===== src/include/alu_consts.svh =====
`ifndef ALU_CONSTS_SVH
`define ALU_CONSTS_SVH

// operand and result width
`define ALU_DATA_W      32
// entries in each of the job and result FIFOs
`define ALU_FIFO_DEPTH  4

// APB register map, byte offsets, one word each
`define ALU_REG_OPA     8'h00
`define ALU_REG_OPB     8'h04
`define ALU_REG_CMD     8'h08
`define ALU_REG_STATUS  8'h0C
`define ALU_REG_RESULT  8'h10
`define ALU_REG_FLAGS   8'h14

`endif

===== src/source/apb_pkg.sv =====
package apb_pkg;

    // byte address seen by the register block
    typedef logic [7:0] apb_addr_t;

    // decoded register select
    typedef enum logic [2:0] {
        REG_OPA,
        REG_OPB,
        REG_CMD,
        REG_STATUS,
        REG_RESULT,
        REG_FLAGS,
        // anything outside the map
        REG_NONE
    } apb_reg_e;

endpackage


===== src/source/alu_pkg.sv =====
`include "alu_consts.svh"

package alu_pkg;

    // operation select, also used as the adder carry-in
    typedef enum logic {
        ALU_ADD = 1'b0,
        ALU_SUB = 1'b1
    } alu_op_e;

    // one job as pushed by a CMD write, 65 bits
    typedef struct packed {
        logic [`ALU_DATA_W-1:0] operand_a;
        logic [`ALU_DATA_W-1:0] operand_b;
        alu_op_e                op;
    } alu_job_t;

    // one result, 34 bits
    typedef struct packed {
        logic [`ALU_DATA_W-1:0] sum;
        logic                   carry;
        logic                   overflow;
    } alu_result_t;

endpackage


===== src/source/alu_subsystem_top.sv =====
`include "alu_consts.svh"

module alu_subsystem_top (
    input  logic                   clk,
    input  logic                   arst_n,
    input  apb_pkg::apb_addr_t     paddr,
    input  logic                   psel,
    input  logic                   penable,
    input  logic                   pwrite,
    input  logic [`ALU_DATA_W-1:0] pwdata,
    output logic [`ALU_DATA_W-1:0] prdata,
    output logic                   pslverr
);

    import alu_pkg::*;

    // register block to job FIFO
    logic        job_valid;
    logic        job_ready;
    alu_job_t    job;
    // job FIFO to pipeline
    logic        pipe_valid;
    logic        pipe_ready;
    alu_job_t    pipe_job;
    // pipeline to result FIFO
    logic        res_valid;
    logic        res_ready;
    alu_result_t res;
    // result FIFO head back to the register block
    logic        head_valid;
    logic        head_pop;
    alu_result_t head;

    apb_cmd_regs i_apb_cmd_regs (
        .clk        (clk),
        .arst_n     (arst_n),
        .paddr      (paddr),
        .psel       (psel),
        .penable    (penable),
        .pwrite     (pwrite),
        .pwdata     (pwdata),
        .prdata     (prdata),
        .pslverr    (pslverr),
        .job_valid  (job_valid),
        .job        (job),
        .job_ready  (job_ready),
        .head_valid (head_valid),
        .head       (head),
        .head_pop   (head_pop)
    );

    sync_fifo #(
        .payload_t (alu_job_t),
        .depth     (`ALU_FIFO_DEPTH)
    ) cmd_fifo (
        .clk       (clk),
        .arst_n    (arst_n),
        .in_valid  (job_valid),
        .in_ready  (job_ready),
        .in_data   (job),
        .out_valid (pipe_valid),
        .out_ready (pipe_ready),
        .out_data  (pipe_job)
    );

    alu_pipe i_alu_pipe (
        .clk       (clk),
        .arst_n    (arst_n),
        .job_valid (pipe_valid),
        .job_ready (pipe_ready),
        .job       (pipe_job),
        .res_valid (res_valid),
        .res_ready (res_ready),
        .res       (res)
    );

    sync_fifo #(
        .payload_t (alu_result_t),
        .depth     (`ALU_FIFO_DEPTH)
    ) res_fifo (
        .clk       (clk),
        .arst_n    (arst_n),
        .in_valid  (res_valid),
        .in_ready  (res_ready),
        .in_data   (res),
        .out_valid (head_valid),
        .out_ready (head_pop),
        .out_data  (head)
    );

endmodule


===== src/source/alu_pipe.sv =====
module alu_pipe (
    input  logic                 clk,
    input  logic                 arst_n,
    input  logic                 job_valid,
    output logic                 job_ready,
    input  alu_pkg::alu_job_t    job,
    output logic                 res_valid,
    input  logic                 res_ready,
    output alu_pkg::alu_result_t res
);

    import alu_pkg::*;

    logic        s1_valid;
    alu_job_t    s1_job;
    logic        s2_valid;
    alu_result_t s2_res;
    logic        s1_free;
    logic        s2_free;
    alu_result_t add_out;

    // a stage is free when empty or when its content moves on this cycle
    assign s2_free   = !s2_valid || res_ready;
    assign s1_free   = !s1_valid || s2_free;
    assign job_ready = s1_free;

    cla_adder i_cla_adder (
        .operand_a (s1_job.operand_a),
        .operand_b (s1_job.operand_b),
        .sub       (s1_job.op),
        .sum       (add_out.sum),
        .carry     (add_out.carry),
        .overflow  (add_out.overflow)
    );

    always_ff @(posedge clk or negedge arst_n) begin
        if (!arst_n) begin
            s1_valid <= 1'b0;
            s2_valid <= 1'b0;
        end else begin
            if (s1_free) begin
                s1_valid <= job_valid;
            end
            if (s2_free) begin
                s2_valid <= s1_valid;
            end
        end
    end

    // payload follows the valid bits
    always_ff @(posedge clk) begin
        if (s1_free && job_valid) begin
            s1_job <= job;
        end
        if (s2_free && s1_valid) begin
            s2_res <= add_out;
        end
    end

    assign res_valid = s2_valid;
    assign res       = s2_res;

    // a job taken two cycles ago is offered now unless the output stalled in between
    a_latency: assert property (
        @(posedge clk) disable iff (!arst_n)
        $past(job_valid && job_ready, 2) && $past(s2_free) |-> res_valid
    );

endmodule


===== src/source/apb_cmd_regs.sv =====
`include "alu_consts.svh"

module apb_cmd_regs (
    input  logic                   clk,
    input  logic                   arst_n,
    input  apb_pkg::apb_addr_t     paddr,
    input  logic                   psel,
    input  logic                   penable,
    input  logic                   pwrite,
    input  logic [`ALU_DATA_W-1:0] pwdata,
    output logic [`ALU_DATA_W-1:0] prdata,
    output logic                   pslverr,
    output logic                   job_valid,
    output alu_pkg::alu_job_t      job,
    input  logic                   job_ready,
    input  logic                   head_valid,
    input  alu_pkg::alu_result_t   head,
    output logic                   head_pop
);

    import alu_pkg::*;
    import apb_pkg::*;

    apb_reg_e               reg_sel;
    logic                   access;
    logic                   wr_access;
    logic                   rd_access;
    logic                   cmd_wr;
    logic [`ALU_DATA_W-1:0] opa_q;
    logic [`ALU_DATA_W-1:0] opb_q;

    always_comb begin
        case (paddr)
            `ALU_REG_OPA:    reg_sel = REG_OPA;
            `ALU_REG_OPB:    reg_sel = REG_OPB;
            `ALU_REG_CMD:    reg_sel = REG_CMD;
            `ALU_REG_STATUS: reg_sel = REG_STATUS;
            `ALU_REG_RESULT: reg_sel = REG_RESULT;
            `ALU_REG_FLAGS:  reg_sel = REG_FLAGS;
            default:         reg_sel = REG_NONE;
        endcase
    end

    // every transfer completes in its access phase
    assign access    = psel && penable;
    assign wr_access = access && pwrite;
    assign rd_access = access && !pwrite;
    assign cmd_wr    = wr_access && (reg_sel == REG_CMD);

    always_ff @(posedge clk or negedge arst_n) begin
        if (!arst_n) begin
            opa_q <= '0;
            opb_q <= '0;
        end else if (wr_access) begin
            if (reg_sel == REG_OPA) begin
                opa_q <= pwdata;
            end
            if (reg_sel == REG_OPB) begin
                opb_q <= pwdata;
            end
        end
    end

    // a CMD write pushes only when the job FIFO has room
    assign job_valid     = cmd_wr && job_ready;
    assign job.operand_a = opa_q;
    assign job.operand_b = opb_q;
    assign job.op        = alu_op_e'(pwdata[0]);

    // reading RESULT consumes the head entry
    assign head_pop = rd_access && (reg_sel == REG_RESULT) && head_valid;

    always_comb begin
        prdata = '0;
        if (rd_access) begin
            case (reg_sel)
                REG_OPA:    prdata = opa_q;
                REG_OPB:    prdata = opb_q;
                REG_STATUS: prdata = {{(`ALU_DATA_W-2){1'b0}}, head_valid, job_ready};
                REG_RESULT: prdata = head_valid ? head.sum : '0;
                REG_FLAGS: begin
                    if (head_valid) begin
                        prdata = {{(`ALU_DATA_W-2){1'b0}}, head.overflow, head.carry};
                    end
                end
                default:    prdata = '0;
            endcase
        end
    end

    always_comb begin
        pslverr = 1'b0;
        if (access) begin
            case (reg_sel)
                REG_CMD:    pslverr = pwrite && !job_ready;
                // status and flags are read only
                REG_STATUS: pslverr = pwrite;
                REG_FLAGS:  pslverr = pwrite;
                REG_RESULT: pslverr = pwrite || !head_valid;
                REG_NONE:   pslverr = 1'b1;
                default:    pslverr = 1'b0;
            endcase
        end
    end

    // a CMD write either pushes a job or answers with pslverr, never both
    a_cmd_served: assert property (
        @(posedge clk) disable iff (!arst_n) cmd_wr |-> (job_valid != pslverr)
    );

    // master side protocol, access phase only after a setup phase
    a_penable_psel: assert property (
        @(posedge clk) disable iff (!arst_n) $rose(penable) |-> psel
    );

endmodule


===== src/source/sync_fifo.sv =====
module sync_fifo #(
    parameter type         payload_t = logic [7:0],
    parameter int unsigned depth     = 4
) (
    input  logic     clk,
    input  logic     arst_n,
    input  logic     in_valid,
    output logic     in_ready,
    input  payload_t in_data,
    output logic     out_valid,
    input  logic     out_ready,
    output payload_t out_data
);

    localparam int ptr_w = (depth > 1) ? $clog2(depth) : 1;
    localparam int cnt_w = $clog2(depth + 1);

    payload_t   mem [depth];
    logic [ptr_w-1:0] wr_ptr;
    logic [ptr_w-1:0] rd_ptr;
    logic [cnt_w-1:0] count;
    logic             full;
    logic             empty;
    logic             push;
    logic             pop;

    assign full  = (count == cnt_w'(depth));
    assign empty = (count == '0);

    assign in_ready  = !full;
    assign out_valid = !empty;
    assign out_data  = mem[rd_ptr];

    assign push = in_valid && in_ready;
    assign pop  = out_valid && out_ready;

    // entry storage
    always_ff @(posedge clk) begin
        if (push) begin
            mem[wr_ptr] <= in_data;
        end
    end

    always_ff @(posedge clk or negedge arst_n) begin
        if (!arst_n) begin
            wr_ptr <= '0;
            rd_ptr <= '0;
            count  <= '0;
        end else begin
            if (push) begin
                wr_ptr <= (wr_ptr == ptr_w'(depth - 1)) ? '0 : wr_ptr + 1'b1;
            end
            if (pop) begin
                rd_ptr <= (rd_ptr == ptr_w'(depth - 1)) ? '0 : rd_ptr + 1'b1;
            end
            // simultaneous push and pop leaves the count alone
            case ({push, pop})
                2'b10:   count <= count + 1'b1;
                2'b01:   count <= count - 1'b1;
                default: count <= count;
            endcase
        end
    end

    // a write into a full FIFO would overwrite the waiting head
    a_no_push_full: assert property (
        @(posedge clk) disable iff (!arst_n) out_valid && !out_ready |=> $stable(out_data)
    );

    // reading an empty FIFO would move rd_ptr away from wr_ptr
    a_no_pop_empty: assert property (
        @(posedge clk) disable iff (!arst_n) empty |-> (rd_ptr == wr_ptr)
    );

endmodule


===== src/source/cla_adder.sv =====
`include "alu_consts.svh"

module cla_adder (
    input  logic [`ALU_DATA_W-1:0] operand_a,
    input  logic [`ALU_DATA_W-1:0] operand_b,
    input  alu_pkg::alu_op_e       sub,
    output logic [`ALU_DATA_W-1:0] sum,
    output logic                   carry,
    output logic                   overflow
);

    import alu_pkg::*;

    localparam int n_blocks = `ALU_DATA_W / 4;

    logic              sub_bit;
    logic [n_blocks:0] chain;
    logic              b_sign;

    assign sub_bit  = (sub == ALU_SUB);
    // subtract enters as carry-in to finish the two's complement
    assign chain[0] = sub_bit;

    for (genvar i = 0; i < n_blocks; i++) begin : g_blk
        cla_block_4 i_blk (
            .operand_a (operand_a[4*i +: 4]),
            .operand_b (operand_b[4*i +: 4]),
            .cin       (chain[i]),
            .sub       (sub_bit),
            .sum       (sum[4*i +: 4]),
            .cout      (chain[i+1])
        );
    end

    // on subtract, carry out set means no borrow
    assign carry = chain[n_blocks];

    // sign of b as the adder actually saw it
    assign b_sign   = operand_b[`ALU_DATA_W-1] ^ sub_bit;
    assign overflow = (operand_a[`ALU_DATA_W-1] == b_sign) &&
                      (sum[`ALU_DATA_W-1] != b_sign);

endmodule


===== src/source/cla_block_4.sv =====
module cla_block_4 (
    input  logic [3:0] operand_a,
    input  logic [3:0] operand_b,
    input  logic       cin,
    input  logic       sub,
    output logic [3:0] sum,
    output logic       cout
);

    logic [3:0] b_eff;
    logic [3:0] g;
    logic [3:0] p;
    logic [4:0] c;

    // one's complement of b for subtract, the +1 comes in on cin
    assign b_eff = operand_b ^ {4{sub}};

    assign g = operand_a & b_eff;
    assign p = operand_a ^ b_eff;

    // every carry is a flat function of g, p and cin, no ripple
    assign c[0] = cin;
    assign c[1] = g[0] | (p[0] & cin);
    assign c[2] = g[1] | (p[1] & g[0]) | (p[1] & p[0] & cin);
    assign c[3] = g[2] | (p[2] & g[1]) | (p[2] & p[1] & g[0])
                | (p[2] & p[1] & p[0] & cin);
    assign c[4] = g[3] | (p[3] & g[2]) | (p[3] & p[2] & g[1])
                | (p[3] & p[2] & p[1] & g[0])
                | (p[3] & p[2] & p[1] & p[0] & cin);

    assign sum  = p ^ c[3:0];
    assign cout = c[4];

endmodule


===== config.mk =====
export PLATFORM = sky130hd
export DESIGN_NAME = alu_subsystem_top
export DESIGN_NICKNAME = d
export VERILOG_FILES = /design/src/source/apb_pkg.sv /design/src/source/alu_pkg.sv /design/src/source/alu_subsystem_top.sv /design/src/source/alu_pipe.sv /design/src/source/apb_cmd_regs.sv /design/src/source/sync_fifo.sv /design/src/source/cla_adder.sv /design/src/source/cla_block_4.sv
export VERILOG_INCLUDE_DIRS = /design/src /design/src/include
export SDC_FILE = /design/constraint.sdc
export NUM_CORES = 1
export LEC_CHECK = 0
export BUFFER_PORTS_ARGS = -buffer_cell sky130_fd_sc_hd__buf_2
export CORE_MARGIN = 2
export CORE_UTILIZATION = 35
export CTS_CLUSTER_SIZE = 16
export DETAILED_ROUTE_END_ITERATION = 10
export PLACE_DENSITY = 0.54
export SYNTH_ARGS = -nofsm -noshare
export SYNTH_HDL_FRONTEND = slang
export SYNTH_SLANG_ARGS = --single-unit

===== constraint.sdc =====
create_clock -name clk -period 6.3 [get_ports clk]
set_clock_uncertainty 0.2 [all_clocks]
set_input_delay 0.63 -clock clk [delete_from_list [all_inputs] [get_ports clk]]
set_output_delay 0.63 -clock clk [all_outputs]
set_load 0.01 [all_outputs]

==> summary.txt <==
Run status
  • Status: finished clean

Synth
  • Complex-gate fraction of the synthesized area: 3.42%
  • Ys flop type: edfxtp_1
  • Synth unique cells: 59
  • Synth async-reset ratio: 13.9%
  • Post-synthesis sequential area ratio: 73.4%
  • Mapped Area: 0.0230 sq mm
  • Most frequent cells after synthesis: edfxtp_1 (495), mux4_2 (99), dfrtp_1 (80), mux2_2 (57), nor2_1 (56)
  • Adder-cell area share of the yosys netlist: 3.18%
  • Avg Inst Size Synth: 19.6 sq um
  • Top cells by area, synth: edfxtp_1 (65%), mux4_2 (9.7%), dfrtp_1 (8.7%)
  • Yosys top cell area share: 64.7%
  • Post-synthesis xor/xnor area fraction: 2.32%
  • Post-synthesis mux area share: 13.2%
  • Syn Nets: 1271
  • EDFF count, synth: 495
  • Yosys warning total: 0
  • Flops & latches, synth: 575
  • Simple-Gate Fraction of Synth Area: 2.90%
  • Most frequent cell after synthesis: edfxtp_1
  • Cells after synthesis: 1173
  • Synth area leader: edfxtp_1
  • Largest family of logic cells by synthesized area: multiplexers

Hold path
  • Worst Hold Depth: 2
  • HP Class: in -> reg
  • HP Start: pwdata[7]
  • End of the worst hold path: i_apb_cmd_regs.opb_q[7]

Global routing
  • Vias in the first global route: 11638
  • Gr ovfl total: 0
  • Largest net degree at the start of global routing: 47
  • GR Util All Layers: 15.4%
  • Initial antenna violation count: 3
  • First-pass GRT wire length: 76600 um

Power
  • PwrDens: 510 mW/mm^2
  • Worst IR drop on VDD: 0.295 mV
  • Total power: 13.5 mW
  • Leak Pwr: 9.68 nW

Worst setup path
  • RR Endpoint: i_alu_pipe.res[30]
  • Critical setup path kind: reg -> reg
  • R2r setup slk: 2.14 ns
  • CP endpoint kind: register
  • Crit path cell chain: buf_4 > xor2_1 > ha_1 > and4_1 > nor3b_1 > a21oi_4 > nor2_1 > a21oi_1 > fa_1 > inv_1
  • R2R Path Start: i_alu_pipe.s1_job[0]
  • Worst setup SP type: register
  • Reg2Reg Depth: 10
  • Worst-path fanout max: 19
  • CP Data Arrival Time: 4.33 ns
  • CP Launch Point: i_alu_pipe.s1_job[0]
  • Worst path slowest cell: edfxtp_1
  • Crit path required time: 6.47 ns
  • Crit path largest cell delay: 1.05 ns

Finish
  • Layout Cells excl Fill: 2194
  • Layout Nets: 1388
  • Post-route cell area: 0.0264 sq mm
  • Area Overhead vs Synth: 14.9%
  • Share of cells above drive strength 1: 28.8%
  • N_diodes: 0

Routing
  • DR vias: 11170
  • # DRC: 0
  • WL per Instance: 23.4 um
  • Final WL: 51300 um
  • Post-route ant nets: 0
  • Via-to-Cell Ratio: 5.09
  • Drt pass-1 iters: 6
  • Drt first-iter violations: 924

Place
  • Final Wtd Congestion: 0.734
  • Cells after DPL: 2084
  • Pre-CTS setup slack: 2.07 ns
  • Port bufs: 77
  • Area after DPL: 0.0245 sq mm
  • Detailed Place HPWL: 30500 um

STA
  • Count of final setup violators: 0
  • Setup TNS: 0 ns
  • Final setup margin: 2.14 ns
  • Fmax achieved: 240 MHz
  • RSZ-0062 raised after global routing: no
  • Normalized max-slew margin: 24.5%
  • Final Cycle Share: 66.0%
  • Pins Over Slew Limit: 0
  • Final hold violations: 0
  • Tmin final: 4.16 ns
  • Worst Max-Slew Pin Slew: 1.13 ns

Floorplanning
  • I/O Pins: 78
  • Row cnt: 93
  • Die ar.: 0.0677 sq mm
  • Core area: 0.0647 sq mm
  • Die H: 260 um
  • Die width: 260 um
  • Starting Density: 35.5%

CTS
  • Worst-path clk slew: 0.06 ns
  • Skew-Pair Late Insertion Delay: 0.62 ns
  • CTS Hold Bufs: 1
  • Post-CTS Resized: 0
  • Clk root buf: clkbuf_16
  • CTS tree: built
  • Longest Clk Path Bufs: 3
  • CTS sink cnt: 575
  • Post-CTS setup buffers: 0
  • Clock buffer count from CTS: 58
  • H-Tree Depth: 2

Flow run
  • Max-cap check violation count: 0
[worst max path at each step]
stage	slack, ns	to	depth (start not counted)
after floorplan	0.61	cmd_fifo.count[2]	9
after global placement	2.14	i_alu_pipe.res[31]	10
after detailed placement	2.07	i_alu_pipe.res[30]	10
after CTS	2.01	prdata[0]	6
after global routing	1.87	i_alu_pipe.res[30]	10
final	2.14	i_alu_pipe.res[30]	10
[kinds of logic after synthesis]
group	after synthesis
and+or+nand+nor	130
muxes	171
buffers and inverters	87
adders and majority gates	53
DFF	575
AOI/OAI and AO/OA	96
xor gates and xnor gates	61
[through the flow]
stage / util, % / hold slack, ns
final: 40.8 / 0.0481
after global routing: 40.8 / 0.0262
after CTS: 40.8 / 0.00544
after detailed placement: 37.9 / 0.283
after global placement: 37.9 / 0.272
after floorplan: - / 0.134
[flip-flops by register name (all words and copies together) (netlist names)]
register	count
cmd_fifo.rd_ptr	2
cmd_fifo.wr_ptr	2
i_apb_cmd_regs.opa_q	32
cmd_fifo.mem	260
res_fifo.count	3
i_alu_pipe.res_valid	1
i_apb_cmd_regs.opb_q	32
res_fifo.mem	136
i_alu_pipe.s1_job	65
res_fifo.rd_ptr	2
i_alu_pipe.res	34
i_alu_pipe.s1_valid	1
cmd_fifo.count	3
res_fifo.wr_ptr	2
[cell type report]
cell class | instances | area [sq um]
Clock buffer | 81 | 1580
Sequential cell | 575 | 16900
Clock inverter | 28 | 327
Multi-Input combinational cell | 511 | 5810
Timing Repair Buffer | 107 | 616
Fill cell | 5818 | 38300
Tap cell | 855 | 1070
Inverter | 37 | 139
[cells in the final DEF, fill, tap and decap left out, drive strengths merged, types with 5 or more instances in the layout]
| master | n |
|---|---|
| edfxtp | 495 |
| buf | 106 |
| mux4 | 99 |
| clkbuf | 81 |
| dfrtp | 80 |
| mux2 | 69 |
| nor2 | 57 |
| ha | 44 |
| xor2 | 40 |
| inv | 39 |
| a222oi | 31 |
| a21oi | 22 |
| xnor2 | 21 |
| nand2 | 20 |
| clkinv | 19 |
| o21ai | 15 |
| a21o | 9 |
| fa | 9 |
| and3 | 9 |
| bufinv | 7 |
| nor3 | 7 |
| and2 | 7 |
| nand3 | 6 |
| nor2b | 5 |
[worst max-delay path, delay by kind of cell (launching register included)]
kind                       cells  cell delay (ns)
AOI/OAI and AO/OA              2             0.25
buffers and inverters          2             0.50
adders and majority gates      2             0.89
and+or+nand+nor                3             0.91
xor gates and xnor gates       1             0.12
DFF                            1             1.05
[power by group]
group,internal [mW],switching [mW]
Sequential,5.49,0.504
Combinational,1.71,2.33
Clock,2.03,1.42
[layer usage]
layer	global-route usage, %	routed length [um]
met5	0	21
met4	4.00	1130
met2	24.6	24100
met1	21.8	23600
met3	2.79	2410
Note: power is estimated with default switching activity, not from simulation.
